`config.mk`:
```
export PLATFORM = sky130hd
export DESIGN_NAME = rv32im_bus_arbiter
export DESIGN_NICKNAME = d
export VERILOG_FILES = /design/src/rv32im_pkg.sv /design/src/rv32im_bus_arbiter.sv
export VERILOG_INCLUDE_DIRS = /design/src
export SDC_FILE = /design/constraint.sdc
export NUM_CORES = 1
export LEC_CHECK = 0
export ABC_AREA = 1
export BUFFER_PORTS_ARGS = -buffer_cell sky130_fd_sc_hd__buf_2
export CAP_MARGIN = 20
export CORE_AREA = 2 2 91 93
export CTS_CLUSTER_DIAMETER = 120
export DETAILED_ROUTE_END_ITERATION = 10
export DIE_AREA = 0 0 93 95
export PLACE_DENSITY = 0.62
export SLEW_MARGIN = 20
export SYNTH_ARGS = -nofsm -noshare
export SYNTH_HDL_FRONTEND = slang
export SYNTH_SLANG_ARGS = --single-unit
```
`constraint.sdc`:
```
create_clock -name clk_i -period 1.3 [get_ports clk_i]
set_clock_uncertainty 0.05 [all_clocks]
set_input_delay 0.065 -clock clk_i [delete_from_list [all_inputs] [get_ports clk_i]]
set_output_delay 0.065 -clock clk_i [all_outputs]
set_load 0.01 [all_outputs]
```
`src/rv32im_defines.svh`:
```
`ifndef RV32IM_DEFINES_SVH
`define RV32IM_DEFINES_SVH

////////////////////////////////////////////////////////////
// core widths
////////////////////////////////////////////////////////////

// data and byte address width.
`define RV32IM_XLEN 32

// bus word address, byte offset dropped.
`define RV32IM_WADR_W 30

////////////////////////////////////////////////////////////
// memory and reset
////////////////////////////////////////////////////////////

`define RV32IM_MEM_WORDS 256

`define RV32IM_RESET_PC 32'h0000_0000

`endif

```
`src/rv32im_pkg.sv`:
```
`include "rv32im_defines.svh"

package rv32im_pkg;

    // instruction or data word.
    typedef logic [`RV32IM_XLEN-1:0] word_t;

    // word address as seen on the bus.
    typedef logic [`RV32IM_WADR_W-1:0] wadr_t;

    // bus transaction state.
    // IDLE waits for a start, WAIT holds the request until the
    // slave answers, DONE is the one cycle after the answer.
    typedef enum logic [1:0] {
        IDLE = 2'b00,
        WAIT = 2'b01,
        DONE = 2'b10
    } bus_sm_e;

endpackage

```
`src/rv32im_bus_arbiter.sv`:
```
`timescale 1ns/100ps

module rv32im_bus_arbiter (
    input  logic              clk_i,
    input  logic              reset_i,

    // m0, prefetch unit, read only.
    input  logic              m0_req_i,
    input  logic              m0_stb_i,
    input  rv32im_pkg::wadr_t m0_adr_i,
    output logic              m0_grant_o,

    // m1, data port, wins ties.
    input  logic              m1_req_i,
    input  logic              m1_stb_i,
    input  logic              m1_we_i,
    input  rv32im_pkg::wadr_t m1_adr_i,
    input  rv32im_pkg::word_t m1_dat_i,
    output logic              m1_grant_o,

    // shared return path, qualified by each master's grant.
    output logic              m_ack_o,
    output logic              m_err_o,
    output rv32im_pkg::word_t m_dat_o,

    // slave side.
    input  logic              s_ack_i,
    input  logic              s_err_i,
    input  rv32im_pkg::word_t s_dat_i,
    output logic              s_cyc_o,
    output logic              s_stb_o,
    output logic              s_we_o,
    output rv32im_pkg::wadr_t s_adr_o,
    output rv32im_pkg::word_t s_dat_o
);

    rv32im_pkg::bus_sm_e state_q;
    logic                owner_q; // 1 means m1.
    logic                owner_req;

    assign owner_req = owner_q ? m1_req_i : m0_req_i;

    always_ff @(posedge clk_i) begin
        if (reset_i) begin
            state_q <= rv32im_pkg::IDLE;
            owner_q <= 1'b0;
        end else if (state_q == rv32im_pkg::IDLE) begin
            if (m1_req_i || m0_req_i) begin
                owner_q <= m1_req_i;
                state_q <= rv32im_pkg::WAIT;
            end
        end else if (!owner_req) begin
            state_q <= rv32im_pkg::IDLE; // one idle cycle between owners.
        end
    end

    assign m0_grant_o = (state_q == rv32im_pkg::WAIT) & ~owner_q;
    assign m1_grant_o = (state_q == rv32im_pkg::WAIT) & owner_q;

    assign s_stb_o = (m0_grant_o & m0_stb_i) | (m1_grant_o & m1_stb_i);
    assign s_cyc_o = s_stb_o;
    assign s_we_o  = m1_grant_o & m1_we_i;
    assign s_adr_o = owner_q ? m1_adr_i : m0_adr_i;
    assign s_dat_o = m1_dat_i;

    assign m_ack_o = s_ack_i;
    assign m_err_o = s_err_i;
    assign m_dat_o = s_dat_i;

    // an answer must still find its master granted.
    answer_while_granted: assert property (@(posedge clk_i) disable iff (reset_i)
        (s_ack_i || s_err_i) |-> (m0_grant_o || m1_grant_o));

endmodule

```
# Word-level counts from Yosys, hierarchy flattened
# Cells that the tools add are included.
# classes
n_addsub	0
mul	0
div	0
order_cmp	0
eq_ne	3
shift	0
mux	5
n_bitwise	7
n_reduce_logical	4
# op_table
cell	count
$mux W30	1
$mux W2	3
$and A1 B1 Y1	5
$ne A2 B1 Y1 const B	2
$reduce_and A2 Y1	2
$eq A2 B1 Y1 const B	1
$logic_not A2 Y1	1
$logic_or A1 B1 Y1	1
$mux W1	1
$not A1 Y1	1
$or A1 B1 Y1	1
# totals
register_bits	3
latchBits	0
ram_bits	0
romBits	0
inputBits	133
output_inout_bits	101
word_cells	21
n_memories	0

# Longest topological paths before layout
# logic_depth
ltp_word	4
ltp_mapped	6
ltp_nobuf	5

# Least setup slack after synthesis
# No wires, ideal clock.
# synth_path
path_type	register to output
from	reg owner_q
to	out s_stb_o
arrival_time_ns	0.878
required_time_ns	1.185
setup_slack_ns	0.307
path_stages_with_launch	7
n_path_buf	1
cell_sequence	dfxtp_1 > inv_2 > nand2_1 > inv_1 > nand2_1 > nand2_1 > buf_4
# synth_between
elab_chain_cells	4
word_cells_on_any_way	6
classes_between	bitwise: 6
# synth_lines
element	line_no	source
from (decl)	rv32im_bus_arbiter.sv:38	logic owner_q;
from (signal assigned)	rv32im_bus_arbiter.sv:49	owner_q <= m1_req_i;
$not A1 Y1	rv32im_bus_arbiter.sv:57	assign m0_grant_o = (state_q == rv32im_pkg::WAIT) & ~owner_q;
$and A1 B1 Y1	rv32im_bus_arbiter.sv:57	
via m0_grant_o	rv32im_bus_arbiter.sv:11	output logic m0_grant_o,
$and A1 B1 Y1	rv32im_bus_arbiter.sv:60	assign s_stb_o = (m0_grant_o & m0_stb_i) | (m1_grant_o & m1_stb_i);
$or A1 B1 Y1	rv32im_bus_arbiter.sv:60	
to (decl)	rv32im_bus_arbiter.sv:31	output logic s_stb_o,
# The timed path passes the listed nets, and every way through them passes these cells.

# Final worst setup path
# layout_path
from	reg owner_q
to	out s_adr_o[3]
# layout_between
elab_chain_cells	1
# layout_lines
element	line_no	source
$mux W30	rv32im_bus_arbiter.sv:63	assign s_adr_o = owner_q ? m1_adr_i : m0_adr_i;
to (decl)	rv32im_bus_arbiter.sv:33	output rv32im_pkg::wadr_t s_adr_o,
# Every way passes these cells.

==> flow_summary.toml <==
[timing]
period_needed_ps = 1180
rsz0062_at_grt = "no"
worstMarginPinSlew_ps = 159
timing.final.crit_share = 0.910
setup_viol = 0
relSlewSlack = 0.894
hold_violations = 0
drv_slew = 0
fmaxAchievable_mhz = 845
setup_tns_ps = 0

[critical_path]
startpoint = "owner_q$_SDFFE_PP0P_"
required_ps = 1190
critical_path_class = "register to primary output"
rr_startpoint = "owner_q$_SDFFE_PP0P_"
arrival_ps = 1070
setup.worst_path.end_class = "primary output"
start_kind = "register"
critical_path.max_fanout = 13

[power]
power_uw = 810
leakagePower_nw = 0.804
vdd_drop_max_mv = 0.545
pwr-share-clk = 0.300
p_sw_uw = 319
p_int_uw = 491
p_seq_frac = 0.094
p_sw_frac = 0.394
powerDensity_nw_per_um2 = 686
combPwrFrac = 0.606

[global_routing]
grt_pass1_vias = 935
grt_max_degree = 19
grt_overflow = 0
grt_pass1_wl_um = 4180
antenna_found_initial = 0
grt_use_total = 0.0608

[die]
ios = 234
start_util = 0.125
rows = 33
die_w_um = 93
fp.coreArea_um2 = 7930
dieArea_um2 = 8840
die_h_um = 95

[route]
via_per_inst = 3.32
wl_um = 3080
drtIter0Drc = 26
post_drt_wl_per_cell_um = 9.44
drc = 0
ant_nets = 0
dr.pass1.iters = 4
dr_total_vias = 1083

[synth]
netlist.area_leader.share = 0.507
synth_seq_area_share = 0.0404
ys_ff_latch = 2
synth_warnings = 0
synthTopCellsByArea = "buf_4 51%, nand2_1 37%, dfxtp_1 4.0%"
avgSynthCellArea_um2 = 5.33
yosysUniqueCellTypes = 8
synth_cells = 186
synthesis.area_um2 = 992
synth.largest_area_cell = "buf_4"
syn_nets = 319

[cts]
cts_tree = "built"
cts_buffers = 3
h-tree-depth = 1
clock_path_buffers = 2
clock_sinks = 2
post_cts_buffers = 0
cts_hold_buf = 0
clkTransAtPathRegs_ps = 30
clockRootBuffer = "clkbuf_8"
insertion_delay_ps = 210

[status]
status = "finished clean"

[finish]
layout_commonest_cell = "buf_2"
layout-drive-gt1-share = 0.498
fillers = 931
register_area_um2 = 41.3
antennaDiodeCount = 0
layoutNonFillerInstCount = 326
final_cell_mix = "101 x buf_2, 98 x nand2_1, 6 x inv_1"
multi_input_area_um2 = 393
syn_to_final_growth_pct = 18.9
nNetsFinal = 356

[placement]
place_inst = 323
place_congestion = 0.648
hpwl_um = 2560
io_buffers = 101

[min_path]
hold_path_class = "primary input to register"
hold_start = "m1_req_i"

[job]
drv_cap = 0
[per-layer routing]
metal	vias up	GRT usage	part of all wire
li1	550	-	-
met1	431	0.0591	0.35
met2	66	0.0954	0.45
met3	36	0.0247	0.12
met4	0	0.0625	0.082
met5	-	0	0
[stage by stage]
stage	util	hold slack, ps	setup slack [ps]	cell area [µm²]
detailed placement	0.142	80.1	301	1130
floorplan	-	146	307	992
finish	0.149	45.3	117	1180
CTS	0.147	43.0	73.8	1170
global placement	0.142	80.1	317	1130
global route	0.149	80.0	16.3	1180
[what timing repair did]
action | in CTS | in global routing
gates resized for setup | 0 | 4
setup endpoints to repair | 0 | 9
hold endpoints to repair | 0 | 0
[Yosys cell counts (all sizes together)]
master	n
nand3	2
nand2	98
dfxtp	2
nor2	4
buf	73
inv	7
[critical path, cell delays in order (launching register included)]
cell and delay, ps:
dfxtp_2 330, inv_2 70, buf_4 200, nand2_1 70, nand2_1 60, buf_2 120
[area by class of cell]
class | instances | area share
clock buffer | 3 | 0.0350
timing repair buffer | 105 | 0.463
multi-input combinational | 104 | 0.333
sequential | 2 | 0.0350
inverter | 7 | 0.0223
tap | 105 | 0.111
[power by group through the flow]
stage	combinational (mW)	clock [mW]	sequential [mW]
finish	0.491	0.243	0.0765
CTS	0.494	0.254	0.0744
detailed placement	0.491	0	0.0752
global route	0.557	0.264	0.0778
floorplan	0.452	0	0.0741
global placement	0.486	0	0.0751
[cell families after synthesis]
group / count (synthesis) / synth area share
and+or+nand+nor: 104 / 0.396
buffers and inverters: 80 / 0.564
DFF: 2 / 0.0404
[worst paths after layout]
path | to | slack (ps) | cells after the start
worst max register to register | owner_q$_SDFFE_PP0P_ | 380 | 5
worst min register to register | owner_q$_SDFFE_PP0P_ | 540 | 4
worst max-delay path | s_adr_o[3] | 120 | 5
worst min-delay path | state_q[0]$_SDFFE_PP0P_ | 50 | 3
[flip-flops by register name, summed over array words and instances (netlist names)]
| signal | flops |
|---|---|
| owner_q | 1 |
| state_q | 1 |
Power figures use the tool's default switching activity.
