==> src/rv32im_defines.svh <==
`ifndef RV32IM_DEFINES_SVH
`define RV32IM_DEFINES_SVH

////////////////////////////////////////////////////////////
// core widths
////////////////////////////////////////////////////////////

// data and byte address width.
`define RV32IM_XLEN 32

// bus word address, byte offset dropped.
`define RV32IM_WADR_W 30

////////////////////////////////////////////////////////////
// memory and reset
////////////////////////////////////////////////////////////

`define RV32IM_MEM_WORDS 256

`define RV32IM_RESET_PC 32'h0000_0000

`endif

==> src/rv32im_pkg.sv <==
`include "rv32im_defines.svh"

package rv32im_pkg;

    // instruction or data word.
    typedef logic [`RV32IM_XLEN-1:0] word_t;

    // word address as seen on the bus.
    typedef logic [`RV32IM_WADR_W-1:0] wadr_t;

    // bus transaction state.
    // IDLE waits for a start, WAIT holds the request until the
    // slave answers, DONE is the one cycle after the answer.
    typedef enum logic [1:0] {
        IDLE = 2'b00,
        WAIT = 2'b01,
        DONE = 2'b10
    } bus_sm_e;

endpackage

==> src/rv32im_pc_unit.sv <==
`timescale 1ns/100ps
`include "rv32im_defines.svh"

module rv32im_pc_unit (
    input  logic              clk_i,
    input  logic              reset_i,

    input  logic              data_ready_i,
    input  rv32im_pkg::word_t interrupt_pc_i,
    input  logic              interrupt_pc_write_i,
    input  logic              save_uepc_i,

    output rv32im_pkg::word_t pc_o,
    output rv32im_pkg::word_t uepc_o
);

    ////////////////////////////////////////////////////////////
    // program counter
    ////////////////////////////////////////////////////////////

    // a vector load takes precedence over the step.
    always_ff @(posedge clk_i) begin
        if (reset_i) begin
            pc_o <= `RV32IM_RESET_PC;
        end else if (interrupt_pc_write_i) begin
            pc_o <= interrupt_pc_i;
        end else if (data_ready_i) begin
            pc_o <= pc_o + 32'd4; // next word.
        end
    end

    ////////////////////////////////////////////////////////////
    // user exception pc
    ////////////////////////////////////////////////////////////

    // captured at lookup start, before the vector overwrites pc.
    always_ff @(posedge clk_i) begin
        if (reset_i) begin
            uepc_o <= '0;
        end else if (save_uepc_i) begin
            uepc_o <= pc_o;
        end
    end

endmodule

==> config.mk <==
export PLATFORM = sky130hd
export DESIGN_NAME = rv32im_pc_unit
export DESIGN_NICKNAME = d
export VERILOG_FILES = /design/src/rv32im_pkg.sv /design/src/rv32im_pc_unit.sv
export VERILOG_INCLUDE_DIRS = /design/src
export SDC_FILE = /design/constraint.sdc
export NUM_CORES = 1
export LEC_CHECK = 0
export BUFFER_PORTS_ARGS = -buffer_cell sky130_fd_sc_hd__buf_2
export CORE_UTILIZATION = 35
export CTS_BUF_LIST = sky130_fd_sc_hd__clkbuf_16
export CTS_CLUSTER_SIZE = 10
export DETAILED_ROUTE_END_ITERATION = 8
export GPL_TIMING_DRIVEN = 0
export SLEW_MARGIN = 20
export SYNTH_ARGS = -nofsm -noshare
export SYNTH_HDL_FRONTEND = slang
export SYNTH_SLANG_ARGS = --single-unit
==> constraint.sdc <==
create_clock -name clk_i -period 4 [get_ports clk_i]
set_input_delay 0.2 -clock clk_i [delete_from_list [all_inputs] [get_ports clk_i]]
set_output_delay 0.2 -clock clk_i [all_outputs]
set_load 0.005 [all_outputs]
## Word-level counts from Yosys, hierarchy flattened

Index checks and enable logic that the tools add are counted.

- Bits in registers: 64
- Bits in latches: 0
- RAM bits: 0
- Memory bits (read-only): 0
- Input port bits: 37
- Output and inout bits: 64
- Word-level logic and storage cells: 6
- Memories: 0

- Add/subtract/negate cells: 1
- Multipliers: 0
- Div/mod/pow operators: 0
- Magnitude comparators: 0
- Equality and inequality tests: 0
- Shifts and indexed selects: 0
- Mux-type cells: 2
- Bitwise operators: 0
- Reduce and logical (&&, ||, !) cells: 1

Operators by type and width:

| kind | count |
|---|---|
| 32-bit two-way mux | 2 |
| 32-bit by 3-bit adder with 32-bit output (second input constant) | 1 |
| 2-bit nonzero test | 1 |

## Longest topological paths before layout

- Depth after elaboration: 3
- Depth in mapped cells: 7

## Worst setup path after synthesis

Ideal clock, no wire load.

- Path kind: flip-flop to flip-flop
- Start point: reg pc_o[9]
- End point: reg pc_o[23]
- Setup time: 0.091 ns
- Arrival: 1.940 ns
- Slack: 1.969 ns
- Cell stages (with the launch flop): 7
- Clock period less this slack: 2.031 ns
- Path through: dfxtp_1 clkbuf_2 inv_1 or4_4 buf_6 or4_1 a311oi_1

- Word-level cells in the longest chain between the ends: 3

Ends and longest elaborated chain:

| item | line | source |
|---|---|---|
| from (decl) | rv32im_pc_unit.sv:13 | `output rv32im_pkg::word_t pc_o,` |
| from (signal assigned) | rv32im_pc_unit.sv:24 | `` pc_o <= `RV32IM_RESET_PC; `` |
| from (signal assigned) | rv32im_pc_unit.sv:26 | `pc_o <= interrupt_pc_i;` |
| from (signal assigned) | rv32im_pc_unit.sv:28 | `pc_o <= pc_o + 32'd4;` |
| 32-bit by 3-bit adder with 32-bit output | rv32im_pc_unit.sv:28 |  |
| 32-bit two-way mux | rv32im_pc_unit.sv:27 | `end else if (data_ready_i) begin` |
| 32-bit two-way mux | rv32im_pc_unit.sv:25 | `end else if (interrupt_pc_write_i) begin` |

No other way between the ends. The select of a mux whose other input is x is not followed.
A chain may end at the register's enable or synchronous reset.

## Final worst setup path

- Start point: reg pc_o[13]
- End point: reg pc_o[27]

The elaborated chain is that of the path after synthesis.

==> summary.txt <==
Status
  • Status: completed

STA
  • Worst hold slack after final layout: approximately 0.11 ns
  • Final max-slew violation count: 0
  • Final Cycle Share: 0.570
  • Post-layout minimum cycle time: around 2.3 ns
  • Total count of hold-check failures in the final report: 0
  • # setup viols final: 0
  • Setup total negative slack: 0 ns
  • Maximum clock frequency: around 440 MHz
  • Worst slew pin tran: 0.795 ns
  • Clk_skew: between 0.004 and 0.005 ns
  • Relative max-transition margin: 0.470
  • Unrepaired setup endpoints after global routing: false

Global routing
  • Wire length of the first global-routing pass: ~13,000 um
  • Pin count of the biggest net entering global routing: 11
  • Via count of the first global-routing pass: ~2,700
  • Antenna violations before repair: 0
  • Total congestion overflow: 0
  • Overall fraction of global-route tracks in use: 0.201

Power
  • Power per cell area: between 400 and 500 mW/mm^2
  • Static Leakage: ~1.7 nW
  • Maximum vdd drop: 200 uV

Clocking
  • Clock H-tree levels: 3
  • Clock root buffer master: sky130_fd_sc_hd__clkbuf_16
  • CTS tree: done
  • CTS Buf Count: 9
  • Quantity of gates resized following cts: 0
  • # hold bufs at CTS: 0
  • Setup fix buffers added after clock tree synthesis: 0
  • Clk sinks: between 60 and 70
  • CTS Buffer Depth: 2
  • Insertion delay to the later sink of the worst-skew pair: 0.32 ns
  • Clock transition time at the flip-flop clock pins of the worst setup and hold paths: around 0.05 ns

Min path
  • Classification of the worst-slack hold path: in2reg
  • Worst Hold Path Cells: 3
  • Hold Crit Start: interrupt_pc_i[3]

Die
  • Area of the die: slightly below 0.009 mm^2
  • Number of placed I/O pins: about 100
  • Die width: 93.5 um
  • Number of standard-cell rows in the floorplan: 32
  • Vertical die dimension: about 93 um
  • Starting density of the core: 0.369
  • Area of the core: about 0.0079 mm^2

Critical path
  • Worst Setup Start Kind: flop
  • Worst setup EP type: flop
  • Critical Setup Path Class: reg2reg
  • Maximum fanout count along the critical path: 10
  • Data arrival at the endpoint of the critical path: approximately 2.5 ns
  • Worst endpoint required time: around 4.2 ns
  • Start of the worst register-to-register path: pc_o[13]
  • Worst reg-to-reg path cell count: 5
  • Worst setup path startpoint: pc_o[13]

Synthesis
  • Count of warnings emitted by yosys: 0
  • Fraction of post-synthesis cell area in the top cell type by area: 0.438
  • Top cell type by total area after synthesis: sky130_fd_sc_hd__dfxtp_1
  • Cells taking the most area after synthesis: sky130_fd_sc_hd__dfxtp_1 (44%), sky130_fd_sc_hd__mux2i_1 (12%), sky130_fd_sc_hd__nor2_1 (7.8%), sky130_fd_sc_hd__a311oi_1 (4.5%), sky130_fd_sc_hd__nand2_1 (2.6%)
  • Per-instance average area after synthesis: 8.79 um^2
  • Synthesized instance count: 333
  • Netlist cell types: 36
  • Post-Synthesis Cell Area: 0.00293 mm^2
  • Post-synthesis net count: between 300 and 400
  • Post-synthesis sequential area ratio: 0.438
  • Synth Register Bits: 64

Final layout
  • Share of post-route cells with drive strength above 1: 0.258
  • Filler cell count in the final layout: ~830
  • Count of nets after finishing: roughly 480
  • Growth of design area from synthesis to finish: 31.2%
  • Antenna diode instance count: 0

Routing
  • Remaining antenna violation count after routing: 0
  • TritonRoute pass-1 iters: 4
  • DR iter-0 viols: about 130
  • Routed length per placed instance: about 16 um
  • Routed Wire Length: 8570 um
  • Total DRC errors in the routed layout: 0
  • Via count: roughly 2,900
  • Number of vias per cell after detailed routing: approximately 5.3

Run
  • Max-cap violations: 0

Placement
  • Count of port buffers added during placement: 97
  • Post-detail-place hpwl: just over 6000 um
  • Routability congestion estimate from global placement: between 0.8 and 0.9
==> synth_stat cells <==
library cell	n
sky130_fd_sc_hd__nor2_1	61
sky130_fd_sc_hd__a211oi_1	5
sky130_fd_sc_hd__or3_1	8
sky130_fd_sc_hd__clkbuf_1	19
sky130_fd_sc_hd__o21ai_0	10
sky130_fd_sc_hd__o21bai_1	1
sky130_fd_sc_hd__inv_1	9
sky130_fd_sc_hd__a311oi_1	15
sky130_fd_sc_hd__nor4b_1	3
sky130_fd_sc_hd__and4_1	4
sky130_fd_sc_hd__buf_6	1
sky130_fd_sc_hd__nor4_1	4
sky130_fd_sc_hd__a221oi_1	1
sky130_fd_sc_hd__a21oi_1	5
sky130_fd_sc_hd__mux2i_1	35
sky130_fd_sc_hd__xnor2_1	4
sky130_fd_sc_hd__nand3_1	9
sky130_fd_sc_hd__o2bb2ai_1	1
sky130_fd_sc_hd__buf_1	4
sky130_fd_sc_hd__xor2_1	4
sky130_fd_sc_hd__o21a_1	2
sky130_fd_sc_hd__or4_4	1
sky130_fd_sc_hd__o31ai_1	7
sky130_fd_sc_hd__clkbuf_2	2
sky130_fd_sc_hd__nand3_2	1
sky130_fd_sc_hd__ha_1	1
sky130_fd_sc_hd__o31a_1	2
sky130_fd_sc_hd__dfxtp_1	64
sky130_fd_sc_hd__o311a_1	1
sky130_fd_sc_hd__a2111oi_0	3
sky130_fd_sc_hd__or2_2	1
sky130_fd_sc_hd__nor3b_1	1
sky130_fd_sc_hd__and3_1	4
sky130_fd_sc_hd__or4_1	9
sky130_fd_sc_hd__nand4_1	11
sky130_fd_sc_hd__nand2_1	20
==> kinds of logic (layout without fill, tap and decap cells) <==
kind of cell | after synthesis | count (layout) | share of synthesized area
AO/OA/AOI/OAI | 53 | 53 | 0.133
AND/OR/NAND/NOR | 137 | 137 | 0.233
XOR/XNOR | 8 | 8 | 0.0239
adder cells (fa/ha/maj) | 1 | 1 | 0.00427
buffers and inverters | 35 | 147 | 0.0483
multiplexers | 35 | 35 | 0.120
flip-flops | 64 | 64 | 0.438
==> path summary, 6_finish.rpt <==
kind                                   to  slack, ns
worst max register to register   pc_o[27]       1.72
worst max-delay path             pc_o[27]       1.72
worst min register to register  uepc_o[7]       0.49
worst min-delay path              pc_o[3]       0.11
==> state kept, by name, summed over array words and instances (netlist names) <==
| name | count |
|---|---|
| pc_o | 32 |
| uepc_o | 32 |
==> through the flow <==
stage / util / worst slack [ns] / cells / cell area [um^2] / power [mW]
detailed placement: 0.447 / 1.74 / 532 / 3540 / 0.898
CTS: 0.485 / 1.73 / 547 / 3840 / 1.70
floorplan: - / 1.97 / 333 / 2930 / 0.814
finish: 0.485 / 1.72 / 547 / 3840 / 1.69
global placement: 0.447 / 1.76 / 532 / 3540 / 0.895
global route: 0.485 / 1.48 / 547 / 3840 / 1.75
==> power by group <==
part           switching [mW]  internal, mW  total [mW]
clock network           0.270         0.534       0.803
registers              0.0396         0.674       0.714
logic                  0.0898        0.0802       0.170
==> placed cells by master (no fill, tap or decap), types with 7 or more instances in the layout <==
master / netlist / final
sky130_fd_sc_hd__clkbuf_1: 19 / 19
sky130_fd_sc_hd__o21ai_0: 10 / 10
sky130_fd_sc_hd__dfxtp_1: 64 / 64
sky130_fd_sc_hd__nand2_1: 20 / 20
sky130_fd_sc_hd__mux2i_1: 35 / 35
sky130_fd_sc_hd__or3_1: 8 / 8
sky130_fd_sc_hd__clkbuf_16: 0 / 9
sky130_fd_sc_hd__nand3_1: 9 / 9
sky130_fd_sc_hd__or4_1: 9 / 9
sky130_fd_sc_hd__o31ai_1: 7 / 7
sky130_fd_sc_hd__nor2_1: 61 / 61
sky130_fd_sc_hd__inv_1: 9 / 10
sky130_fd_sc_hd__buf_2: 0 / 97
sky130_fd_sc_hd__a311oi_1: 15 / 15
sky130_fd_sc_hd__nand4_1: 11 / 11
==> per-layer routing <==
layer / routed length, um / vias up / GRT usage
li1: - / 1432 / -
met1: 3930 / 1389 / 0.262
met2: 4070 / 85 / 0.330
met3: 433 / 14 / 0.0382
met4: 139 / 0 / 0.0744
met5: 0 / - / 0
==> worst max-delay path, stage by stage, from the launching register on <==
cell                       delay (ns)
sky130_fd_sc_hd__dfxtp_1         0.47
sky130_fd_sc_hd__nand4_1         0.21
sky130_fd_sc_hd__or4_4           0.57
sky130_fd_sc_hd__buf_6           0.17
sky130_fd_sc_hd__or4_1           0.49
sky130_fd_sc_hd__a311oi_1        0.27
==> cell type report <==
type / count / area, um^2 / share of cell area
buffer: 26 / 108 / 0.0280
sequential: 64 / 1280 / 0.333
clock inverter: 6 / 76.3 / 0.0199
timing repair buffer: 97 / 485 / 0.126
clock buffer: 9 / 225 / 0.0586
inverter: 9 / 33.8 / 0.00879
multi-input combinational: 234 / 1510 / 0.392
tap: 102 / 128 / 0.0332
No activity file was read; power rests on OpenSTA's default activity.
