--- src/rv32im_defines.svh ---
`ifndef RV32IM_DEFINES_SVH
`define RV32IM_DEFINES_SVH

////////////////////////////////////////////////////////////
// core widths
////////////////////////////////////////////////////////////

// data and byte address width.
`define RV32IM_XLEN 32

// bus word address, byte offset dropped.
`define RV32IM_WADR_W 30

////////////////////////////////////////////////////////////
// memory and reset
////////////////////////////////////////////////////////////

`define RV32IM_MEM_WORDS 256

`define RV32IM_RESET_PC 32'h0000_0000

`endif

--- src/rv32im_pkg.sv ---
`include "rv32im_defines.svh"

package rv32im_pkg;

    // instruction or data word.
    typedef logic [`RV32IM_XLEN-1:0] word_t;

    // word address as seen on the bus.
    typedef logic [`RV32IM_WADR_W-1:0] wadr_t;

    // bus transaction state.
    // IDLE waits for a start, WAIT holds the request until the
    // slave answers, DONE is the one cycle after the answer.
    typedef enum logic [1:0] {
        IDLE = 2'b00,
        WAIT = 2'b01,
        DONE = 2'b10
    } bus_sm_e;

endpackage

--- src/rv32im_prefetch.sv ---
`timescale 1ns/100ps
`include "rv32im_defines.svh"

module rv32im_prefetch (
    input  logic              clk_i,
    input  logic              reset_i,
    input  rv32im_pkg::word_t program_counter_i,

    input  logic              advance_i,
    output logic              data_ready_o,
    output rv32im_pkg::word_t instruction_o,
    output logic              fetch_fault_o,

    // bus master port.
    output logic              ctrl_req_o,
    input  logic              ctrl_grant_i,
    input  rv32im_pkg::word_t master_dat_i,
    input  logic              ack_i,
    input  logic              err_i,
    output rv32im_pkg::wadr_t adr_o,
    output logic              stb_o,

    // vector table lookup.
    input  logic              interrupt_trigger_i,
    input  rv32im_pkg::word_t vtable_addr_i,
    input  rv32im_pkg::word_t vtable_offset_i,
    output rv32im_pkg::word_t interrupt_pc_o,
    output logic              interrupt_pc_write_o,
    output logic              initialized_o,
    output logic              save_uepc_o
);

    rv32im_pkg::bus_sm_e vtable_sm_q;
    rv32im_pkg::bus_sm_e fetch_sm_q;
    logic                irq_pending_q;
    logic                vtable_init_q;
    logic                both_idle;
    logic                pursue_vtable;
    logic                bus_done;
    logic                vtable_complete;
    logic                fetch_complete;
    rv32im_pkg::wadr_t   vtable_adr;

    assign both_idle = (vtable_sm_q == rv32im_pkg::IDLE) &&
                       (fetch_sm_q == rv32im_pkg::IDLE);
    assign pursue_vtable = ~vtable_init_q | irq_pending_q;
    assign bus_done = ctrl_grant_i & (ack_i | err_i); // answer meant for us.
    assign vtable_complete = (vtable_sm_q == rv32im_pkg::WAIT) & bus_done;
    assign fetch_complete = (fetch_sm_q == rv32im_pkg::WAIT) & bus_done;

    // base and offset both taken as word addresses.
    assign vtable_adr = vtable_addr_i[`RV32IM_XLEN-1:2] + vtable_offset_i[`RV32IM_XLEN-1:2];

    // trigger wins so an irq landing on a completing lookup is kept.
    always_ff @(posedge clk_i) begin
        if (reset_i) begin
            irq_pending_q <= 1'b0;
        end else if (interrupt_trigger_i) begin
            irq_pending_q <= 1'b1;
        end else if (vtable_complete) begin
            irq_pending_q <= 1'b0;
        end
    end

    ////////////////////////////////////////////////////////////
    // state machines
    ////////////////////////////////////////////////////////////

    always_ff @(posedge clk_i) begin
        if (reset_i) begin
            vtable_sm_q          <= rv32im_pkg::IDLE;
            fetch_sm_q           <= rv32im_pkg::IDLE;
            vtable_init_q        <= 1'b0;
            ctrl_req_o           <= 1'b0;
            stb_o                <= 1'b0;
            data_ready_o         <= 1'b0;
            fetch_fault_o        <= 1'b0;
            interrupt_pc_write_o <= 1'b0;
            save_uepc_o          <= 1'b0;
            initialized_o        <= 1'b0;
        end else begin
            data_ready_o         <= 1'b0; // pulses.
            fetch_fault_o        <= 1'b0;
            interrupt_pc_write_o <= 1'b0;
            save_uepc_o          <= 1'b0;

            case (vtable_sm_q)
                rv32im_pkg::IDLE: begin
                    if (advance_i && both_idle && pursue_vtable) begin
                        ctrl_req_o  <= 1'b1;
                        stb_o       <= 1'b1;
                        save_uepc_o <= 1'b1;
                        vtable_sm_q <= rv32im_pkg::WAIT;
                    end
                end
                rv32im_pkg::WAIT: begin
                    if (bus_done) begin
                        ctrl_req_o           <= 1'b0;
                        stb_o                <= 1'b0;
                        interrupt_pc_write_o <= ack_i; // an err leaves the pc alone.
                        vtable_init_q        <= 1'b1;
                        vtable_sm_q          <= rv32im_pkg::DONE;
                    end
                end
                default: vtable_sm_q <= rv32im_pkg::IDLE;
            endcase

            case (fetch_sm_q)
                rv32im_pkg::IDLE: begin
                    if (advance_i && both_idle && !pursue_vtable) begin
                        ctrl_req_o    <= 1'b1;
                        stb_o         <= 1'b1;
                        initialized_o <= 1'b1;
                        fetch_sm_q    <= rv32im_pkg::WAIT;
                    end
                end
                rv32im_pkg::WAIT: begin
                    if (bus_done) begin
                        ctrl_req_o    <= 1'b0;
                        stb_o         <= 1'b0;
                        data_ready_o  <= ack_i;
                        fetch_fault_o <= err_i & ~ack_i;
                        fetch_sm_q    <= rv32im_pkg::DONE;
                    end
                end
                default: fetch_sm_q <= rv32im_pkg::IDLE;
            endcase
        end
    end

    // address and returned words.
    always_ff @(posedge clk_i) begin
        if (advance_i && both_idle) begin
            adr_o <= pursue_vtable ? vtable_adr : program_counter_i[`RV32IM_XLEN-1:2];
        end
        if (fetch_complete) begin
            instruction_o <= master_dat_i;
        end
        if (vtable_complete) begin
            interrupt_pc_o <= master_dat_i;
        end
    end

    adr_stable_in_request: assert property (@(posedge clk_i) disable iff (reset_i)
        ctrl_req_o |=> $stable(adr_o));

    ready_single_pulse: assert property (@(posedge clk_i) disable iff (reset_i)
        data_ready_o |=> !data_ready_o);

endmodule

--- config.mk ---
export PLATFORM = sky130hd
export DESIGN_NAME = rv32im_prefetch
export DESIGN_NICKNAME = d
export VERILOG_FILES = /design/src/rv32im_pkg.sv /design/src/rv32im_prefetch.sv
export VERILOG_INCLUDE_DIRS = /design/src
export SDC_FILE = /design/constraint.sdc
export NUM_CORES = 1
export LEC_CHECK = 0
export ABC_AREA = 1
export BUFFER_PORTS_ARGS = -buffer_cell sky130_fd_sc_hd__buf_2
export CAP_MARGIN = 10
export CORE_MARGIN = 2
export CORE_UTILIZATION = 44
export DETAILED_ROUTE_END_ITERATION = 10
export GPL_TIMING_DRIVEN = 1
export PLACE_DENSITY = 0.74
export SLEW_MARGIN = 40
export SYNTH_ARGS = -nofsm -noshare
export SYNTH_HDL_FRONTEND = slang
export SYNTH_SLANG_ARGS = --single-unit
export TNS_END_PERCENT = 20
--- constraint.sdc ---
create_clock -name clk_i -period 3.7 [get_ports clk_i]
set_clock_uncertainty 0.05 [all_clocks]
set_input_delay 0.74 -clock clk_i [delete_from_list [all_inputs] [get_ports clk_i]]
set_output_delay 0.74 -clock clk_i [all_outputs]
set_load 0.02 [all_outputs]
## Yosys cells after proc, flatten, opt, wreduce, memory -nomap -nowiden

Cells that the tools add are included.

- Output and inout port bits: 101
- Word-level logic and storage cells: 71
- Input bits: 135
- Register bits after elaboration: 107

- Reductions and logical operators: 16
- Equal/unequal tests: 6
- Muxes and demuxes: 22
- Bitwise operators: 12
- Add/subtract/negate cells: 1

Operators by type and width:

| cell | count |
|---|---|
| 30-bit adder | 1 |
| 30-bit 2-to-1 mux | 1 |
| 1-bit 2-to-1 mux | 12 |
| 1-bit one-hot mux with 2 select lines | 4 |
| 2-bit one-hot mux with 2 select lines | 2 |
| 2-bit AND reduction | 4 |
| 2-bit 2-to-1 mux | 3 |
| 1-bit inverter | 6 |
| 2-bit OR reduction | 3 |
| 1-bit bitwise AND | 4 |
| 2-bit by 1-bit equality test with 1-bit output, second input constant | 2 |
| 1-bit logical AND | 4 |
| 2-bit logical NOT | 2 |
| 2-bit by 1-bit inequality test with 1-bit output, second input constant | 2 |
| 2-bit inequality test, second input constant | 2 |
| 3-bit OR reduction | 1 |
| 1-bit bitwise OR | 2 |
| 2-bit nonzero test | 1 |
| 1-bit logical NOT | 1 |

## Longest topological paths before layout

- Depth after elaboration: 8
- Gate-level depth with buffers: 13
- Depth with buffers taken out: 13

## Worst setup path before layout

Ideal clock, no wire load.

- Path kind: input to register
- From: input port advance_i
- To: register fetch_sm_q[0]
- Setup time: 0.073 ns
- Data arrival time: 3.454 ns
- Stages: 4
- Setup slack: 0.123 ns
- Path through: nand3_1 > nor3_1 > nand2_1 > a21oi_1

- Word-level cells in the longest chain between the ends: 4

Ends and longest elaborated chain:

| element | RTL line | source |
|---|---|---|
| from (decl) | rv32im_prefetch.sv:9 | `input logic advance_i,` |
| 1-bit logical AND (2 in series) | rv32im_prefetch.sv:110 | `if (advance_i && both_idle && !pursue_vtable) begin` |
| 2-bit by 1-bit inequality test with 1-bit output (no source line) | -- |  |
| 2-bit AND reduction (no source line) | -- |  |
| to (signal assigned) | rv32im_prefetch.sv:114 | `fetch_sm_q <= rv32im_pkg::WAIT;` |
| to (signal assigned) | rv32im_prefetch.sv:123 | `fetch_sm_q <= rv32im_pkg::DONE;` |
| to (signal assigned) | rv32im_prefetch.sv:126 | `default: fetch_sm_q <= rv32im_pkg::IDLE;` |
| to (decl) | rv32im_prefetch.sv:34 | `rv32im_pkg::bus_sm_e fetch_sm_q;` |

No other way between the ends.
A chain may end at the register's enable or synchronous reset.

## Final worst setup path

- From: input port vtable_addr_i[2]
- To: register adr_o[8] (data pin)

- Word-level cells in the longest chain between the ends: 2

Ends and longest elaborated chain:

| element | RTL line | source |
|---|---|---|
| from (decl) | rv32im_prefetch.sv:25 | `input rv32im_pkg::word_t vtable_addr_i,` |
| 30-bit adder | rv32im_prefetch.sv:52 | `` assign vtable_adr = vtable_addr_i[`RV32IM_XLEN-1:2] + vtable_offset_i[`RV32IM_XLEN-1:2]; `` |
| 30-bit 2-to-1 mux | rv32im_prefetch.sv:134 | `` adr_o <= pursue_vtable ? vtable_adr : program_counter_i[`RV32IM_XLEN-1:2]; `` |
| to (signal assigned) | rv32im_prefetch.sv:134 |  |
| to (decl) | rv32im_prefetch.sv:20 | `output rv32im_pkg::wadr_t adr_o,` |

No other way between the ends.

==> results.md <==
* Post-synth top cells: nand2_1 (249), edfxtp_1 (94), inv_1 (91)
* Total clock sinks at between 100 and 150
* Ranking of synthesized cells by area: edfxtp_1 (49%), nand2_1 (16%), ha_1 (6.2%), inv_1 (5.9%), dfxtp_1 (4.5%)
* Post-CTS sizing at 0
* Relative slew slack at between 40% and 50%
* R2r endpoint: adr_o[29]
* Hold depth at 2
* Clk root buf: clkbuf_16
* Ys async rst share at 0%
* Crit path arrival time at about 2400 ps
* Final instance area at 0.00751 mm2
* Type of the worst setup path: in2reg
* Die width at 119 um
* Hold Vio Cnt, Final at 0
* # rows at 42
* Status: completed
* Final setup fails at 0
* Unique masters post-synth at 32
* PortBufs at ~230
* Die area at 0.0142 mm2
* Layout cells sized above 1 at between 30% and 40%
* Cts bufs inserted at 9
* Residual DRC count at 0
* Primary FF master, synth: edfxtp_1
* Hold WC Path Type: reg2reg
* Leakage at approximately 3.7 nW
* H-tree Lvls at 3
* Tcrit/Tclk final at between 60% and 70%
* Post-DP HPWL at 12,000 um
* Core Area at ~0.013 mm2
* Placed Instances at approximately 1,100
* RSZ-0062 raised after global routing: false
* Final Max Tran Viols at 0
* Via count at 5,108
* WL final at about 14,000 um
* Initial antenna violation count at 2
* Crit start category: input port
* Total setup buffers inserted after CTS at 0
* Vias in the first global route at between 4,000 and 5,000
* Filler cell count at about 1,200
* Grt ovf at 0
* Synth Register Bits at around 110
* First-pass DRT Iterations at 6
* Measured slew at the worst slew-check pin at around 750 ps
* Final nets at roughly 1,100
* EDFF count, synth at 94
* Wirelength per Cell at roughly 13 um
* Clk buf depth at 2
* Flop2flop setup slack at between 1500 and 2000 ps
* Syn_nets at 841
* Worst hold endpoint: initialized_o
* I/O Pins at 236
* Dpl ws at approximately 970 ps
* Post-Syn Area per Cell at between 8 and 9 um2
* First-pass GRT wire length at approximately 23,000 um
* Largest net degree at the start of global routing at 40
* Fmax at around 0.42 GHz
* Clock transition at path regs at around 70 ps
* RePlAce Congestion at around 0.94
* Crit-path max FO at 5
* Drt initial violations at roughly 260
* Synth top area share at between 40% and 50%
* CTS tree: done
* Synthesized instance count at about 680
* Hold Path Origin: initialized_o
* Global router's overall resource usage at 20.7%
* MaxCap Viol Count at 0
* Cell Area, Synth at just under 0.006 mm2
* PnR worst setup slack at about 1300 ps
* Die height at about 120 um
* Hold_buf cts at 0
* Pwr dens at about 410 mW/mm2
* Ys Warns at 0
* Seq/Total Area, Yosys at a little over half
* Worst VDD drop at ~200 uV
* Area after DPL at just over 0.007 mm2
* Worst R2R Path Depth at 5
* Via-per-instance ratio at between 4 and 5
* Final Critical Period at 2390 ps
* Worst r2r src: vtable_init_q
* Setup TNS at 0 ps
* Layout area overhead at 29.1%
* Setup crit start: vtable_addr_i[2]
* Non-filler cells, final at around 1,100
* Required time worst endpoint at ~3700 ps
* Initial cell density of the core at 44.4%
* Count leader, synth: nand2_1
* Critical Path End Type: flip-flop
* Post-synth top area cell: edfxtp_1
* Worst skew pair latency at roughly 330 ps
* Post-route antenna net violation count at 0
-- metrics by stage --
stage,hold slack [ps],power [mW],util (%)
after CTS,416,3.09,57.4
final,416,3.06,57.4
after global routing,450,3.23,57.4
after detailed placement,407,2.11,55.0
after floorplan,386,1.88,-
after global placement,388,2.10,55.0
-- area by class of cell --
class                   instances  area [um2]  share of cell area, %
well taps                     176         220                   2.93
repair buffers                233        1180                   15.7
clock inverters                 7        90.1                   1.20
clock buffers                   9         225                   3.00
inverters                     103         387                   5.15
diodes                          1        2.50                 0.0333
flip-flops and latches        107        3080                   41.1
multi-input cells             459        2320                   31.0
-- layout by cell type, fill, tap and decap left out --
master,Yosys,layout
nand2_1,249,249
buf_2,2,229
edfxtp_1,94,94
inv_1,91,90
nand3_1,44,44
nor2_1,34,33
ha_1,29,29
a21oi_1,23,23
dfxtp_1,13,13
inv_2,12,12
nor2_2,9,10
nand2_2,9,9
clkbuf_16,0,9
o21ai_1,7,7
xnor2_1,7,7
nor3_1,7,6
o21ai_0,6,6
nand4_1,6,6
nor2_4,5,5
and2_1,4,4
nand3b_1,4,4
buf_4,0,4
clkinv_1,0,3
or2_1,3,3
or2_2,3,3
nor3_2,1,2
nand3_2,2,2
a21oi_2,2,2
bufinv_16,0,2
diode_2,0,1
a21o_1,1,1
nor3b_1,1,1
o21bai_1,1,1
and3_1,1,1
fa_1,1,1
clkinv_4,0,1
clkinv_2,0,1
inv_6,0,1
-- report_power, final --
part	switching, mW	total [mW]	internal, mW
Sequential	0.0166	1.42	1.40
Combinational	0.429	0.666	0.238
Clock	0.392	0.982	0.590
-- per-layer routing --
metal  vias to the layer above  global-route usage, %  wire length [um]
li1                       2645                      -                 -
met1                      2211                   23.2              5640
met2                       210                   36.3              7080
met3                        40                   4.55              1030
met4                         2                   11.6               639
met5                         -                      0                13
-- registers in the layout, summed over array words and instances, names as in the netlist, 2 cells and up --
signal and flops:
fetch_sm_q 2, vtable_sm_q 2, interrupt_pc_o 32, instruction_o 32
adr_o 30
-- cells by family (layout without fill, tap and decap cells) --
group	count (synthesis)	in the layout	synth area share [%]
other	0	1	0
XOR/XNOR	7	7	1.05
AO/OA/AOI/OAI	40	40	3.66
flip-flops	107	107	53.0
AND/OR/NAND/NOR	382	382	28.5
buffers and inverters	110	352	7.14
adder cells (fa/ha/maj)	30	30	6.58
-- worst max path at each step --
stage | end | slack, ps | cells after the start
final | adr_o[8] | 1310 | 10
after global placement | adr_o[22] | 980 | 13
after global routing | adr_o[28] | 1150 | 11
after CTS | adr_o[8] | 1330 | 10
after floorplan | fetch_sm_q[0] | 120 | 4
after detailed placement | adr_o[22] | 970 | 13
-- worst max-delay path: stages --
cell and delay, ps:
buf_2 100, ha_1 240, fa_1 440, nand3_1 120, nand3_2 130, nand2_1 90
nand3_1 110, or2_2 290, nand3_1 70, nand2_1 70
Power figures use the tool's default switching activity.
